===== src/source/fetch_defs.svh =====
`ifndef FETCH_DEFS_SVH
`define FETCH_DEFS_SVH

// A bundle holds two 32-bit instructions
`define FETCH_ADDR_W 32
`define FETCH_BUNDLE_W 64
`define FETCH_RESET_PC 32'h0000_0000

// Instruction memory depth is counted in bundles
`define ITIM_DEPTH 256
`define ITIM_MISS_CYCLES 3

`define BP_ENTRIES 16

`endif


===== src/source/fetch_pkg.sv =====
`include "fetch_defs.svh"

package fetch_pkg;

  typedef logic [`FETCH_ADDR_W-1:0] fetch_addr_t;

  // Word 0 sits at the bundle address, word 1 four bytes above it
  typedef logic [`FETCH_BUNDLE_W/2-1:0] fetch_word_t;
  typedef fetch_word_t [1:0] fetch_bundle_t;

  // Idle only follows reset, jump waits out a wrong-path response
  typedef enum logic [1:0] {
    fetch_idle,
    fetch_busy,
    fetch_jump
  } fetch_state_e;

  // Listed from the highest to the lowest priority
  typedef enum logic [2:0] {
    cause_none,
    cause_trap,
    cause_mret,
    cause_mispredict,
    cause_fence,
    cause_predict
  } redirect_cause_e;

endpackage


===== src/source/branch_predictor.sv =====
`timescale 1ns/1ps
`include "fetch_defs.svh"

module branch_predictor (
  input  logic                   clock,
  input  logic                   reset,
  input  logic                   lookup_valid,
  input  fetch_pkg::fetch_addr_t lookup_pc,
  output logic                   pred_taken,
  output fetch_pkg::fetch_addr_t pred_target,
  input  logic                   resolve_valid,
  input  fetch_pkg::fetch_addr_t resolve_pc,
  input  logic                   resolve_taken,
  input  fetch_pkg::fetch_addr_t resolve_target,
  input  logic                   clear
);

  import fetch_pkg::*;

  // Bits [2:0] select a byte inside the bundle and take no part in the index
  localparam int index_w = $clog2(`BP_ENTRIES);
  localparam int tag_lsb = 3 + index_w;
  localparam int tag_w = `FETCH_ADDR_W - tag_lsb;

  logic entry_valid_q [`BP_ENTRIES];
  logic [1:0] counter_q [`BP_ENTRIES];
  logic [tag_w-1:0] tag_mem [`BP_ENTRIES];
  fetch_addr_t target_mem [`BP_ENTRIES];

  logic [index_w-1:0] lookup_index;
  logic [tag_w-1:0] lookup_tag;
  logic lookup_hit;
  logic [index_w-1:0] resolve_index;
  logic [tag_w-1:0] resolve_tag;
  logic resolve_hit;

  // Saturating 2-bit counter step
  function automatic logic [1:0] next_counter(input logic [1:0] count, input logic taken);
    logic [1:0] result;
    result = count;
    if (taken && count != 2'd3) begin
      result = count + 2'd1;
    end else if (!taken && count != 2'd0) begin
      result = count - 2'd1;
    end
    return result;
  endfunction

  assign lookup_index = lookup_pc[3 +: index_w];
  assign lookup_tag = lookup_pc[tag_lsb +: tag_w];
  assign lookup_hit = entry_valid_q[lookup_index] && (tag_mem[lookup_index] == lookup_tag);

  assign resolve_index = resolve_pc[3 +: index_w];
  assign resolve_tag = resolve_pc[tag_lsb +: tag_w];
  assign resolve_hit = entry_valid_q[resolve_index] && (tag_mem[resolve_index] == resolve_tag);

  // Tags and targets are written on every taken resolve
  always_ff @(posedge clock) begin
    if (resolve_valid && resolve_taken) begin
      tag_mem[resolve_index] <= resolve_tag;
      target_mem[resolve_index] <= resolve_target;
    end
    if (lookup_valid) begin
      pred_target <= target_mem[lookup_index];
    end
  end

  always_ff @(posedge clock) begin
    if (!reset) begin
      pred_taken <= 1'b0;
      for (int i = 0; i < `BP_ENTRIES; i++) begin
        entry_valid_q[i] <= 1'b0;
        counter_q[i] <= 2'd1;
      end
    end else begin
      // The prediction holds until the next lookup, or until a stronger redirect drops it
      if (clear) begin
        pred_taken <= 1'b0;
      end else if (lookup_valid) begin
        pred_taken <= lookup_hit && counter_q[lookup_index][1];
      end

      if (resolve_valid) begin
        if (resolve_hit) begin
          counter_q[resolve_index] <= next_counter(counter_q[resolve_index], resolve_taken);
        end else if (resolve_taken) begin
          // A new entry starts from the reset value and counts the taken resolve
          entry_valid_q[resolve_index] <= 1'b1;
          counter_q[resolve_index] <= next_counter(2'd1, 1'b1);
        end
      end
    end
  end

endmodule


===== config.mk =====
export PLATFORM = sky130hd
export DESIGN_NAME = branch_predictor
export DESIGN_NICKNAME = d
export VERILOG_FILES = /design/src/source/fetch_pkg.sv /design/src/source/branch_predictor.sv
export VERILOG_INCLUDE_DIRS = /design/src /design/src/source
export SDC_FILE = /design/constraint.sdc
export NUM_CORES = 1
export LEC_CHECK = 0
export BUFFER_PORTS_ARGS = -buffer_cell sky130_fd_sc_hd__buf_2
export CAP_MARGIN = 20
export CORE_ASPECT_RATIO = 1.5
export CORE_MARGIN = 2
export CORE_UTILIZATION = 45
export CTS_CLUSTER_DIAMETER = 80
export DETAILED_ROUTE_END_ITERATION = 10
export GPL_TIMING_DRIVEN = 0
export HOLD_SLACK_MARGIN = 0.02
export SYNTH_ARGS = -nofsm -noshare
export SYNTH_HDL_FRONTEND = slang
export SYNTH_SLANG_ARGS = --single-unit

===== constraint.sdc =====
create_clock -name clock -period 8.65 [get_ports clock]
set_input_delay 1.2975 -clock clock [delete_from_list [all_inputs] [get_ports clock]]
set_output_delay 1.2975 -clock clock [all_outputs]
set_load 0.005 [all_outputs]

# Word-level counts from Yosys, hierarchy flattened
# Memories as Yosys holds them, arrays and structs flattened. A register that Yosys moved wholly into a read port is not among the register bits.
# Index checks and enable logic that the tools add are counted.
# op_classes
n_addsub	2
n_reduce_logical	11
muxes	24
eq_ne	3
bitwise	2
# ops
cell	n
$eq A25 B25 Y1	2
$mux W1	15
$mux W2	7
$mux W4	2
$logic_and A1 B1 Y1	6
$reduce_or A2 Y1	2
$add A2 B1 Y2 const B	1
$ne A2 B2 Y1 const B	1
$reduce_bool A2 Y1	1
$sub A2 B1 Y2 const B	1
$logic_not A1 Y1	1
$not A1 Y1	1
$or A1 B1 Y1	1
$reduce_or A1 Y1	1
# totals
mem_bits_rw	960
regBits	1
inputBits	102
mem_count	4
# mem_list
memory	words	width	read_ports	rd_clocked_by_memory_dff	wr	line	rtl
target_mem	16	32	1	1	1	branch_predictor.sv:28	fetch_addr_t target_mem [`BP_ENTRIES];
tag_mem	16	25	2	0	1	branch_predictor.sv:27	logic [tag_w-1:0] tag_mem [`BP_ENTRIES];
counter_q	16	2	2	0	16	branch_predictor.sv:26	logic [1:0] counter_q [`BP_ENTRIES];
entry_valid_q	16	1	2	0	16	branch_predictor.sv:25	logic entry_valid_q [`BP_ENTRIES];

# Logic depth before layout (Yosys ltp)
# An unclocked memory read counts as a cell.
# depth
word_depth	10
mapped_depth	15
depth_no_buf	9

# Least setup slack after synthesis
# OpenSTA, ideal clock, no wires.
# synth_path
path_type	input-to-reg
from	in resolve_pc[6]
to	mem tag_mem[12][0] (netlist bit) (enable)
arrival_ns	5.278
slack_ns	2.900
n_path_buf	6
path_stages	8
setup_time_ns	0.472
required_time_ns	8.178
path_cell_list	buf_2 > buf_4 > buf_6 > buf_2 > buf_2 > clkbuf_1 > nand4_1 > nor2_1
# synth_rtl
element	line	rtl
from (decl)	branch_predictor.sv:12	input fetch_pkg::fetch_addr_t resolve_pc,
to (decl)	branch_predictor.sv:27	
# No word-level cell before the write port.

==> flow_summary.yaml <==
run_status:
  status: "complete, no violations"
pwr:
  p_clk_share_pct: 41.2
  powerDensity_nw_per_um2: 213.9
  power.switching_uw: 2353
  seq_power_share_pct: 51.3
  total_power_uw: 10490
  sw_frac_of_total_pct: 22.43
  intPower_uw: 8137
  power_frac_comb_pct: 7.5
  ir_drop_mv: 0.1844
  p_leak_uw: 0.01571
final_layout:
  multi_input_area_um2: 11790
  regArea_um2: 29650
  drive_gt1_share_pct: 31.73
  final_nets: 2391
  fillers: 7233
  post-route-util_pct: 52.88
  area_growth_pct: 16.77
clock_network:
  clk_pin_slew_ps: 60
  clock_latency_ps: 690
  cts_buffers: 96
  clock_sinks: 993
  ctsResizeCount: 0
  clockBufferDepth: 3
  postCtsSetupRepairBufs: 0
  cts_tree: "done"
  cts.root.buffer_cell: "clkbuf_16"
  h-tree-depth: 3
  holdBufCountCts: 0
critical_path:
  slowest_stage: "clkbuf_1"
  cp_max_fo: 10
  cp_data_required_time_ps: 8950
  crit_path_max_incr_delay_ps: 710
  critPathLaunchType: "input port"
  startpoint: "resolve_pc[6]"
  reg2reg_from: "tag_mem[15][3]$_DFFE_PP_"
  cp-end-kind: "flop"
  cp_cell_sequence: "buf_2 > and2_0 > clkbuf_1 > clkbuf_1 > a22o_1 > a221oi_1 > xor2_1 > nor4_1 > nand4_1 > a211oi_4 > nor2_2 > clkbuf_1 > o41ai_1"
  critPathArrivalTime_ps: 6360
  crit_top_cell: "clkbuf_1"
  crit_type: "input port to flop"
timing:
  holdWs_ps: 502.1
  rsz0062_at_grt: "false"
  period_needed_ps: 6060
  slew_viol_final: 0
  setup_viol: 0
  tns_ps: 0
  final_hold_viol_count: 0
  fmax_mhz: 165.0
  worst_pin_slew_ps: 1134
  period_share_pct: 70.05
  final.setup_skew_ps: 31.72
  slew_headroom_pct: 24.37
grt:
  grt_pass1_wl_um: 174600
  grt_pass1_vias: 23610
  antenna_found_initial: 17
  overflow: 0
  grt_usage_pct: 26.30
  grt_max_degree: 30
synthesis:
  synth_top_area_share_pct: 69.79
  synth_area_leader_cell: "edfxtp_1"
  syn_nets: 2101
  ys_warn_count: 0
  synth_common_cells: "976 x edfxtp_1, 344 x mux4_2, 133 x mux2i_1"
  avgSynthCellArea_um2: 21.03
  syn-instance-count: 1997
  seq_area_frac_synth_pct: 70.60
  syn_area_um2: 41990
  yosysUniqueCellTypes: 59
  yosys_register_bits: 993
  synth_area_leaders: "edfxtp_1 70%, mux4_2 18%, mux2i_1 3.2%"
  yosys_most_used_dff: "edfxtp_1"
  synth_edf_count: 976
  yosysMostFrequentCell: "edfxtp_1"
  async_flop_share_pct: 0
min_path:
  min_from: "entry_valid_q[0]$_DFF_P_"
  hold_path_class: "flop to flop"
routing:
  wl_per_cell_um: 34.25
  drc: 0
  wl_um: 124300
  vias: 22690
  drtAntennaViolNets: 0
  drt-initial-drc-count: 2472
  viasPerCell: 6.251
  dr.pass1.iters: 6
place:
  io_buffers: 121
  hpwl_um: 84390
  gp_congestion: 0.9382
floorplan:
  core_area_um2: 92740
  dieWidth_um: 253.4
  die_h_um: 378.1
  num_rows: 137
  die_area_um2: 95830
  ios: 135
  start_util_pct: 45.28
flow_run:
  cap_violations: 0
==> placed cells by master, fill, tap and decap left out, drive strengths merged, types with 22 or more instances in the layout <==
cell type	netlist	layout
nor3	29	29
mux4	344	344
xor2	22	22
nand2	50	50
clkinv	0	50
xnor2	31	31
clkbuf	60	171
buf	72	264
edfxtp	976	976
o21ai	25	25
mux2i	133	133
a22oi	28	28
nor2	31	31
==> final cells by class <==
class | count | area share (%)
diodes | 9 | 0.04593
plain buffers | 132 | 1.347
flip-flops and latches | 993 | 60.46
inverters | 4 | 0.03062
clock buffers | 111 | 5.057
clock inverters | 70 | 1.503
well taps | 1251 | 3.192
repair buffers | 192 | 4.322
multi-input cells | 868 | 24.04
==> metal layers <==
layer	GRT usage, %	vias up	share of wire (%)
met1	32.21	12230	36
met5	0	-	0.063
met4	12.81	14	4.8
li1	-	9134	-
met3	3.849	274	6.7
met2	45.69	1043	52
==> worst max-delay path: cells and delay by family <==
| family | cells | cell delay (ps) |
|---|---|---|
| xor gates and xnor gates | 1 | 270 |
| buffers and inverters | 4 | 1760 |
| and+or+nand+nor | 4 | 1270 |
| AOI/OAI and AO/OA | 4 | 1730 |
==> registers in the layout (all words and copies together) (netlist names) <==
| name | cells |
|---|---|
| target_mem | 512 |
| tag_mem | 400 |
| counter_q | 32 |
| pred_target | 32 |
| entry_valid_q | 16 |
| pred_taken | 1 |
==> worst paths after layout <==
| kind | depth (start not counted) | endpoint | slack, ps |
|---|---|---|---|
| max | 13 | counter_q[0][1]$_SDFFCE_PN0P_ | 2590 |
| min | 1 | entry_valid_q[0]$_DFF_P_ | 500 |
| max reg2reg | 10 | counter_q[0][1]$_SDFFCE_PN0P_ | 4250 |
| min reg2reg | 1 | entry_valid_q[0]$_DFF_P_ | 500 |
==> logic make-up (layout without fill, tap and decap cells) <==
group                    Yosys count  in the layout  share of synthesized area, %
XOR/XNOR                          53             53                         1.105
buffers and inverters            136            509                         1.606
other                              0              9                             0
AO/OA/AOI/OAI                    146            146                         2.530
AND/OR/NAND/NOR                  183            183                         2.288
multiplexers                     484            484                         21.81
flip-flops                       993            993                         70.60
adder cells (fa/ha/maj)            2              2                       0.05958
==> power by group through the flow <==
stage | combinational, uW | clock (uW) | sequential (uW)
3_5_place_dp | 783 | 0 | 5490
6_report | 786 | 4320 | 5380
4_1_cts | 786 | 4370 | 5380
3_3_place_gp | 744 | 0 | 5490
5_1_grt | 826 | 4530 | 5390
2_1_floorplan | 434 | 0 | 5480
==> per-stage QoR <==
stage               instances  setup slack, ps  cell area, um^2
global route             3625             2384            49020
floorplan                1997             2900            41990
global placement         3369            -2271            44160
finish                   3630             2590            49040
CTS                      3615             2675            48920
detailed placement       3434             1982            45710
(Power assumes the default switching activity.)
