<file path="config.mk">
export PLATFORM = sky130hd
export DESIGN_NAME = fetch_stage
export DESIGN_NICKNAME = d
export VERILOG_FILES = /design/src/source/fetch_pkg.sv /design/src/source/fetch_stage.sv
export VERILOG_INCLUDE_DIRS = /design/src /design/src/source
export SDC_FILE = /design/constraint.sdc
export NUM_CORES = 1
export LEC_CHECK = 0
export BUFFER_PORTS_ARGS = -buffer_cell sky130_fd_sc_hd__buf_2
export CAP_MARGIN = 25
export CORE_AREA = 8 8 148 150
export CTS_BUF_LIST = sky130_fd_sc_hd__clkbuf_4 sky130_fd_sc_hd__clkbuf_8
export DETAILED_ROUTE_END_ITERATION = 8
export DIE_AREA = 0 0 156 158
export GPL_ROUTABILITY_DRIVEN = 0
export PLACE_DENSITY_LB_ADDON = 0.1
export RECOVER_POWER = 50
export SETUP_SLACK_MARGIN = 0.4
export SLEW_MARGIN = 20
export SYNTH_ARGS = -nofsm -noshare
export SYNTH_HDL_FRONTEND = slang
export SYNTH_SLANG_ARGS = --single-unit
</file>
<file path="constraint.sdc">
create_clock -name clock -period 6 [get_ports clock]
set_input_delay 0.6 -clock clock [delete_from_list [all_inputs] [get_ports clock]]
set_output_delay 0.6 -clock clock [all_outputs]
set_load 0.1 [all_outputs]
</file>
<file path="src/source/fetch_defs.svh">
`ifndef FETCH_DEFS_SVH
`define FETCH_DEFS_SVH

// A bundle holds two 32-bit instructions
`define FETCH_ADDR_W 32
`define FETCH_BUNDLE_W 64
`define FETCH_RESET_PC 32'h0000_0000

// Instruction memory depth is counted in bundles
`define ITIM_DEPTH 256
`define ITIM_MISS_CYCLES 3

`define BP_ENTRIES 16

`endif

</file>
<file path="src/source/fetch_pkg.sv">
`include "fetch_defs.svh"

package fetch_pkg;

  typedef logic [`FETCH_ADDR_W-1:0] fetch_addr_t;

  // Word 0 sits at the bundle address, word 1 four bytes above it
  typedef logic [`FETCH_BUNDLE_W/2-1:0] fetch_word_t;
  typedef fetch_word_t [1:0] fetch_bundle_t;

  // Idle only follows reset, jump waits out a wrong-path response
  typedef enum logic [1:0] {
    fetch_idle,
    fetch_busy,
    fetch_jump
  } fetch_state_e;

  // Listed from the highest to the lowest priority
  typedef enum logic [2:0] {
    cause_none,
    cause_trap,
    cause_mret,
    cause_mispredict,
    cause_fence,
    cause_predict
  } redirect_cause_e;

endpackage

</file>
<file path="src/source/fetch_stage.sv">
`timescale 1ns/1ps
`include "fetch_defs.svh"

module fetch_stage (
  input  logic                     clock,
  input  logic                     reset,
  input  logic                     trap,
  input  fetch_pkg::fetch_addr_t   trap_vector,
  input  logic                     mret,
  input  fetch_pkg::fetch_addr_t   return_pc,
  input  logic                     mispredict,
  input  fetch_pkg::fetch_addr_t   mispredict_pc,
  input  logic                     fence,
  input  fetch_pkg::fetch_addr_t   fence_pc,
  input  logic                     pred_taken,
  input  fetch_pkg::fetch_addr_t   pred_target,
  output logic                     lookup_valid,
  output fetch_pkg::fetch_addr_t   lookup_pc,
  output logic                     bp_clear,
  output logic                     mem_valid,
  output fetch_pkg::fetch_addr_t   mem_addr,
  output logic                     mem_fence,
  output logic                     mem_spec,
  input  logic                     mem_ready,
  input  fetch_pkg::fetch_bundle_t mem_rdata,
  input  logic                     decode_stall,
  output logic                     fetch_valid,
  output fetch_pkg::fetch_addr_t   fetch_pc,
  output fetch_pkg::fetch_bundle_t fetch_bundle,
  output logic                     fetch_predicted
);

  import fetch_pkg::*;

  fetch_state_e state_q;
  fetch_state_e state_next;
  redirect_cause_e cause;
  fetch_addr_t target;
  fetch_addr_t jump_pc_q;
  fetch_addr_t issue_addr;
  logic jump_fence_q;
  logic req_pred_q;
  logic external;
  logic slot_free;
  logic deliver;
  logic issue;
  logic issue_fence;
  logic issue_spec;
  logic issue_pred;

  always_comb begin
    cause = cause_none;
    target = mem_addr;
    if (trap) begin
      cause = cause_trap;
      target = trap_vector;
    end else if (mret) begin
      cause = cause_mret;
      target = return_pc;
    end else if (mispredict) begin
      cause = cause_mispredict;
      target = mispredict_pc;
    end else if (fence) begin
      cause = cause_fence;
      target = fence_pc;
    end else if (state_q == fetch_busy && mem_ready && pred_taken) begin
      cause = cause_predict;
      target = pred_target;
    end
  end

  assign external = (cause != cause_none) && (cause != cause_predict);
  assign slot_free = !fetch_valid || !decode_stall;
  assign deliver = (state_q == fetch_busy) && mem_ready && !external && slot_free;

  // A response that finds the output held is dropped and the same bundle is fetched again
  always_comb begin
    state_next = state_q;
    issue = 1'b0;
    issue_addr = mem_addr;
    issue_fence = 1'b0;
    issue_spec = mem_spec;
    issue_pred = req_pred_q;
    case (state_q)
      fetch_idle: begin
        state_next = fetch_busy;
        issue = 1'b1;
        issue_addr = external ? target : `FETCH_RESET_PC;
        issue_fence = (cause == cause_fence);
        issue_spec = external;
        issue_pred = 1'b0;
      end
      fetch_busy: begin
        if (mem_ready) begin
          issue = 1'b1;
          if (external) begin
            issue_addr = target;
            issue_fence = (cause == cause_fence);
            issue_spec = 1'b1;
            issue_pred = 1'b0;
          end else if (slot_free) begin
            issue_addr = (cause == cause_predict) ? target :
                         mem_addr + fetch_addr_t'(`FETCH_BUNDLE_W / 8);
            issue_spec = (cause == cause_predict);
            issue_pred = (cause == cause_predict);
          end
        end else if (external) begin
          state_next = fetch_jump;
        end
      end
      fetch_jump: begin
        if (mem_ready) begin
          state_next = fetch_busy;
          issue = 1'b1;
          issue_addr = external ? target : jump_pc_q;
          issue_fence = external ? (cause == cause_fence) : jump_fence_q;
          issue_spec = 1'b1;
          issue_pred = 1'b0;
        end
      end
      default: state_next = fetch_idle;
    endcase
  end

  always_ff @(posedge clock) begin
    if (issue) begin
      mem_addr <= issue_addr;
    end
    if (external) begin
      jump_pc_q <= target;
    end
    if (deliver) begin
      fetch_pc <= mem_addr;
      fetch_bundle <= mem_rdata;
    end
  end

  always_ff @(posedge clock) begin
    if (!reset) begin
      state_q <= fetch_idle;
      mem_valid <= 1'b0;
      mem_fence <= 1'b0;
      mem_spec <= 1'b0;
      req_pred_q <= 1'b0;
      jump_fence_q <= 1'b0;
      fetch_valid <= 1'b0;
      fetch_predicted <= 1'b0;
    end else begin
      state_q <= state_next;
      mem_valid <= issue;
      mem_fence <= issue && issue_fence;
      if (issue) begin
        mem_spec <= issue_spec;
        req_pred_q <= issue_pred;
      end
      if (external) begin
        jump_fence_q <= (cause == cause_fence);
      end
      // The bundle on display is younger than any redirecting instruction
      if (deliver) begin
        fetch_valid <= 1'b1;
        fetch_predicted <= req_pred_q;
      end else if (external || !decode_stall) begin
        fetch_valid <= 1'b0;
      end
    end
  end

  assign lookup_valid = mem_valid;
  assign lookup_pc = mem_addr;
  assign bp_clear = external;

  assert property (@(posedge clock) disable iff (!reset)
    (state_q == fetch_jump) |-> !fetch_valid)
    else $error("bundle presented to decode during a jump");

endmodule

</file>
Word level (Yosys, flattened, before mapping). Index checks and enable logic that the tools add are counted.

Muxes and demuxes: 40. Equal/unequal tests: 10. Reductions and logical operators: 18. Add/sub/neg operators: 1.

Operator list (count): $mux 32 (12); $pmux 32 s3 (1); $add 32x4->32 const B (1); $mux 3 (5); $mux 1 (14); $pmux 1 s3 (3); $ne 2x2->1 const B (4); $eq 3x3->1 const B (2); $logic_and 1x1->1 (6); $mux 2 (3); $ne 3x3->1 const B (2); $pmux 2 s3 (1); $reduce_bool 3->1 (2); $reduce_and 5->1 (1); $logic_not 1->1 (3); $reduce_and 3->1 (1); $eq 2x1->1 const B (1); $eq 2x2->1 const B (1); $logic_not 2->1 (1); $logic_or 1x1->1 (2); $pmux 1 s2 (1); $reduce_bool 2->1 (1); $reduce_or 2->1 (1).

Word-level logic and storage cells: 82. Register bits after elaboration: 169. Output and inout bits: 167.

Logic depth before layout (Yosys ltp). Gate-level depths: netlist (run 1).

Word-level depth: 14. Depth in mapped cells: 10. Mapped depth without buffers: 7.

Worst setup path after synthesis (run 1). Ideal clock, no wire load.

Path kind: input to register. Start: input port fence. End: register fetch_predicted. Cell stages on the path: 5. Arrival time: 3898 ps. Required time: 5876 ps. Path buffers: 1. Setup slack: 1978 ps. Cell sequence: buf_2 -> nor4_4 -> and4_1 -> mux2i_1 -> nor2b_1.

Cells in the longest elaborated chain, start to end: 9.

RTL lines: start: declaration (RTL line fetch_stage.sv:13) `input logic fence,`; $mux 3 (*) (RTL line fetch_stage.sv:63) `end else if (fence) begin`; $mux 3 (*) (RTL line fetch_stage.sv:60) `end else if (mispredict) begin`; $mux 3 (*) (RTL line fetch_stage.sv:57) `end else if (mret) begin`; $mux 3 (*) (RTL line fetch_stage.sv:54) `if (trap) begin`; $ne 3x3->1 / $reduce_bool 3->1 (equally long branches) (RTL line fetch_stage.sv:72) `assign external = (cause != cause_none) && (cause != cause_predict);`; $logic_and 1x1->1 (*) (RTL line fetch_stage.sv:72); $logic_not 1->1 (*) (RTL line fetch_stage.sv:74) `assign deliver = (state_q == fetch_busy) && mem_ready && !external && slot_free;`; $logic_and 1x1->1 (*) (2 in series) (RTL line fetch_stage.sv:74); named net deliver (RTL line fetch_stage.sv:45) `logic deliver;`; end signal: assignment (RTL line fetch_stage.sv:162) `fetch_predicted <= req_pred_q;`; end: declaration (RTL line fetch_stage.sv:30) `output logic fetch_predicted`.

The timed path passes the listed nets; every way through them passes the cells marked *. A chain may end at the register's enable or synchronous reset.

Final worst setup path (run 1).
Start: input port trap. End: register mem_addr[26], in the netlist lookup_pc[26], data pin.

Cells in the longest elaborated chain, start to end: 7.

RTL lines: start: declaration (RTL line fetch_stage.sv:7) `input logic trap,`; $mux 3 (RTL line fetch_stage.sv:54); $eq 3x3->1 (RTL line fetch_stage.sv:102) `issue_addr = (cause == cause_predict) ? target :`; $mux 32 (RTL line fetch_stage.sv:102); $mux 32 (RTL line fetch_stage.sv:101) `end else if (slot_free) begin`; $mux 32 (RTL line fetch_stage.sv:96) `if (external) begin`; $mux 32 (RTL line fetch_stage.sv:94) `if (mem_ready) begin`; $pmux 32 s3 (*) (RTL line fetch_stage.sv:84) `case (state_q)`; named net issue_addr[26] (RTL line fetch_stage.sv:40) `fetch_addr_t issue_addr;`; end signal: assignment (RTL line fetch_stage.sv:127) `mem_addr <= issue_addr;`; end: declaration (RTL line fetch_stage.sv:21) `output fetch_pkg::fetch_addr_t mem_addr,`.

The timed path passes the listed nets; every way through them passes the cells marked *. The select of a mux whose other input is x is not followed.

==> metrics.txt, run 1 <==
CTS H-tree depth=4; number of synthesized register bits=169; Sequential Power Share=33.7%; CTS Sinks=169; switching pwr=0.00322 W; Vias=7,545; DRC Markers=0; Util after Layout=53.7%; Power Total=0.00555 W; Synth cell types=between 60 and 70; Die Span Y=158 um; Placeable Area=19,700 sq um; adder-cell share of the synthesized area=less than 1%; post-DR wirelength/cell=21.5 um; sw frac=between 50% and 60%; ys async rst share=0%; fraction of layout cells with a size suffix above 1=28.0%; Comb pwr share=around half; CTS tree=built; Final Hold Fails=0; EDFF count, synth=128; Synth top area share=about 46%; Post-Syn Area per Cell=10.6 sq um; Top Ports=400; failing checks=capacitance limit, slew limit; max-cap violations=1; worst-skew pair later-pin latency=470 ps; Root Buffer=clkbuf_8; status=finished with violations; minimum clock period=4050 ps; synth warn=0; Yosys top cell by area=edfxtp_1; Hold Crit Class=in2reg; Post-CTS Setup Inserts=0; mux share of post-synthesis cell area=about 2.5%; Slew HR=-29.2%; DR pass1 iterations=5; post-synthesis sequential area ratio=55.5%; simple-gate share of the synthesized area=14.3%; final setup fails=0; overall die area=roughly 25,000 sq um; Power Density=524 nW/um^2; worst endpoint required time=~6000 ps; grt ovf=0; post-synthesis xor/xnor area fraction=2.82%; internal power=0.00233 W; I/O Buffers=399; Clock Path Buffers=2; Layout area overhead=26.1%; clk_skew=21.3 ps; placed cell area=approximately 10,000 sq um; Lkg Pwr=4.09 nW; Compound-Gate Fraction of Synth Area=approximately 17%; CP startpoint kind=input port; Final nets=roughly 1,400; RSZ-0062 raised after global routing=false; largest net degree at the start of global routing=64; Post-Route WL=around 31 mm; Worst setup EP type=flop; overall routing resource usage=a little under a quarter; Final Max Slew Viols=42; largest cells by area after synthesis=edfxtp_1 (46%), dfxtp_1 (9.8%), nor2_1 (4.0%); Max VDD drop=378 uV; vias per cell=5.29; Antenna Nets Post-Route=0; # resized after CTS=0; CP arrival=4210 ps; antenna violations before repair=5; Post-Synthesis Cell Area=8400 sq um; Critical Path Fanout Max=41; fmax=0.247 GHz; Tcrit/Tclk final=about two thirds; worst setup path category=in2reg; clock-pin transition on the worst setup and hold timing paths=approximately 110 ps; Worst Tran Pin Value=1940 ps; final instance area=10,600 sq um; largest family of logic cells by synthesized area=compound AO/OA/AOI/OAI gates; Iter 0 DRT Violations=644; Final HPWL DP=22.9 mm; setup TNS=0 ps; Num CTS Buffers=17; die width=between 150 and 200 um; Syn Inst Count=795; Rows=52; clock network power share=14.7%; Net Count, Synth=1,034; first-pass GRT wire length=~44 mm; Initial Util=42.6%; Synth Flop Type=edfxtp_1; Post-CTS Hold Buffers=0; top cells by count, synth=edfxtp_1 (128), nor2_1 (89), nand2_1 (88); top-count cell post-synth=edfxtp_1; number of global-route vias before repair=7,454
cells in the final DEF (no fill, tap or decap), types with 7 or more instances in the layout:
master / n
diode_2: 7
a31oi_1: 13
nand3_1: 19
nand2_1: 88
o21ai_0: 43
nor2b_1: 7
a22oi_1: 31
a21oi_1: 42
clkbuf_8: 17
nor2_1: 88
clkbuf_1: 135
nand4_1: 9
mux2i_1: 18
buf_2: 265
o221ai_1: 16
a221oi_1: 23
xnor2_1: 18
dfxtp_1: 41
xor2_1: 9
o211ai_1: 10
inv_1: 16
edfxtp_1: 128
cells by family (layout without fill, tap and decap cells):
family | Yosys count | after routing
DFF | 169 | 169
buffers and inverters | 102 | 456
and+or+nand+nor | 256 | 256
adders and majority gates | 6 | 6
muxes | 21 | 21
AOI/OAI and AO/OA | 214 | 214
other | 0 | 7
xor gates and xnor gates | 27 | 27
worst paths after layout:
| kind | end | depth (start not counted) | slack (ps) | from |
|---|---|---|---|---|
| setup / recovery | lookup_pc[26]$_DFFE_PP_ | 7 | 1950 | trap |
| hold / removal | fetch_bundle[18]$_DFFE_PP_ | 1 | 300 | mem_rdata[18] |
| setup reg to reg | lookup_pc[13]$_DFFE_PP_ | 6 | 2340 | state_q[1]$_SDFFE_PN0P_ |
| hold reg to reg | jump_pc_q[15]$_DFF_P_ | 2 | 460 | jump_pc_q[15]$_DFF_P_ |
worst max-delay path, cell delays in order:
cell,delay (ps)
buf_2,380
clkbuf_1,1440
clkinv_1,880
o2bb2ai_1,460
a21oi_1,80
o31ai_1,240
o211ai_1,120
cell type report:
cell class	instances	area (sq um)
diodes	7	17.5
well taps	270	338
fillers	1895	9120
flip-flops and latches	169	4660
inverters	18	67.6
multi-input cells	524	3200
clock buffers	17	234
repair buffers	406	1900
clock inverters	15	178
stage by stage:
| step | setup WS [ps] | hold WS (ps) | cells |
|---|---|---|---|
| CTS | 2340 | 281 | 1418 |
| finish | 1950 | 303 | 1426 |
| detailed placement | 2330 | 436 | 1386 |
| floorplan | 1980 | 418 | 795 |
| global route | 1680 | 276 | 1423 |
| global placement | 2370 | 432 | 1386 |
power by group through the flow:
stage	clock network (W)	logic (W)	registers [W]
after CTS	0.000832	0.00291	0.00187
after global placement	0	0.00289	0.00189
after detailed placement	0	0.00290	0.00189
after floorplan	0	0.00166	0.00265
after global routing	0.000878	0.00299	0.00190
final	0.000814	0.00287	0.00187
per-layer routing:
layer / share of wire (%) / vias to the layer above / routed length, um / track usage (%)
met5: 0.042 / - / 13 / 0
met4: 1.2 / 2 / 374 / 7.49
met3: 7.4 / 25 / 2260 / 5.43
met2: 51 / 311 / 15600 / 41.0
met1: 40 / 3592 / 12300 / 28.3
li1: - / 3615 / - / -
sequential cells by signal, indices dropped and copies added, names as in the netlist, 2 cells and up:
register and count:
fetch_bundle 64, fetch_pc 32, jump_pc_q 32, lookup_pc 32
state_q 2
Power figures use the tool's default switching activity.
==> inputs of run 2 (changes only) <==
Settings changed: CORE_AREA 8 8 148 150 to unset, CORE_MARGIN set to 8, CORE_UTILIZATION set to 44, DIE_AREA 0 0 156 158 to unset.
Clock period 6 ns to 3.7 ns, I/O delays scaled along.
==> metrics.txt, run 2 (synthesis gave the netlist of run 1 again) <==
status=completed; Clock Path Buffers=2 (unchanged); routed metal-1 wire length=12.7 mm (+2.6%); Worst setup EP type=output port; most frequent cells in the layout=buf_2 (270), clkbuf_1 (129), edfxtp_1 (128), nor2_1 (88), nand2_1 (88); top layer reached by signal wires=met5; Final Max Slew Viols=0 (-100%); Max VDD drop=709 uV (+88%); Die Span Y=154 um (-2.4%); grt ovf=0 (unchanged); # resized after CTS=0 (unchanged); setup TNS=0 ps (unchanged); CTS Sinks=169 (unchanged); vias per cell=5.56 (+5.0%); Rows=50 (-3.8%); number of global-route vias before repair=7,725 (+3.6%); post-DR wirelength/cell=22.6 um (+5.2%); Largest Register=fetch_bundle; WL met3=2.66 mm (+18%); clk_skew=24.1 ps (+2.83 ps); antenna violations before repair=5 (unchanged); minimum clock period=3050 ps; Iter 0 DRT Violations=676 (+5.0%); worst-skew pair later-pin latency=480 ps (about the same); Sequential Area=4660 sq um (unchanged); max reg flops=64 (unchanged); fmax=0.328 GHz; Vias=7,767 (+2.9%); DRC Markers=0 (unchanged); Post-CTS Hold Buffers=0 (unchanged); Critical Path Fanout Max=29 (-29%); first-pass GRT wire length=46.3 mm (+4.7%); metal2 WL=15.7 mm (+0.36%); Hold Crit Class=in2reg; worst endpoint required time=3330 ps (-2830 ps); Slew HR=1.09% (+30 points); worst setup path category=in2out; clock-pin transition on the worst setup and hold timing paths=100 ps (about the same); fraction of layout cells with a size suffix above 1=29.1% (+1.1 points); CTS tree=built; overall routing resource usage=25.3% (+1.7 points); Antenna Nets Post-Route=0 (unchanged); Post-Route WL=31.6 mm (+3.1%); I/O Buffers=399 (unchanged); Post-CTS Setup Inserts=0 (unchanged); most common cell after layout, fill and taps aside=buf_2; Root Buffer=clkbuf_8; Fillers=1,778 (-6.2%); max-cap violations=0 (-1); DR pass1 iterations=5 (unchanged); overall die area=23,800 sq um (-3.6%); Worst Tran Pin Value=1480 ps (-454 ps); Final HPWL DP=23.9 mm (+4.3%); Util after Layout=56.8% (+3.0 points); largest net degree at the start of global routing=57 (-11%); CP startpoint kind=input port; CP arrival=2680 ps (-1530 ps); RSZ-0062 raised after global routing=false; Top Ports=400 (unchanged); Final nets=1,386 (+0.80%); final setup fails=0 (unchanged); Lkg Pwr=4.15 nW (+1.4%); Layout area overhead=26.4%; die width=154 um (-1.2%); CTS H-tree depth=4 (unchanged); Tcrit/Tclk final=82.5%; multi-input logic area=3200 sq um (unchanged); Initial Util=44.9% (+2.3 points); Placeable Area=18,700 sq um (-5.1%); Num CTS Buffers=17 (unchanged); Power Density=858 nW/um^2 (+64%); Final Hold Fails=0 (unchanged)
run 2: cell type report:
class,count,share of cell area (%)
Antenna cell,4,0.0943
Clock buffer,17,2.20
Clock inverter,15,1.72
Inverter,18,0.636
Multi-Input combinational cell,524,30.1
Sequential cell,169,43.9
Tap cell,234,2.76
Timing Repair Buffer,417,18.6
run 2: routing by layer:
layer  vias to the layer above  global-route usage, %
met4                         2                   8.77
met1                      3690                   30.3
li1                       3633                      -
met5                         -                      0
met2                       396                   43.2
met3                        46                   6.66
run 2: where the power goes:
part	switching, W	internal (W)
Clock	0.000799	0.000572
Sequential	0.000514	0.00250
Combinational	0.00392	0.000809
Total	0.00523	0.00388
run 2: final timing paths:
check / from / endpoint / slack, ps / cells after the start
worst min-delay path: mem_rdata[48] / fetch_bundle[48]$_DFFE_PP_ / 60 / 1
worst min register to register: jump_pc_q[15]$_DFF_P_ / jump_pc_q[15]$_DFF_P_ / 450 / 2
worst max register to register: state_q[1]$_SDFFE_PN0P_ / lookup_pc[15]$_DFFE_PP_ / 780 / 7
worst max-delay path: trap / bp_clear / 650 / 4
run 2: worst max-delay path: stages:
cell      delay (ps)
clkbuf_1        1050
nor4_4            10
inv_1            680
buf_2            560
run 2: metrics by stage:
step | setup WS (ps) | hold slack [ps] | cells | total power (W) | instance area [sq um]
floorplan | 886 | 418 | 795 | 0.00700 | 8400
global placement | 944 | 429 | 1362 | 0.00780 | 10400
detailed placement | 888 | 433 | 1362 | 0.00782 | 10400
CTS | 856 | 36.7 | 1394 | 0.00918 | 10800
global route | 505 | 35.5 | 1398 | 0.00945 | 10600
finish | 648 | 63.3 | 1398 | 0.00911 | 10600
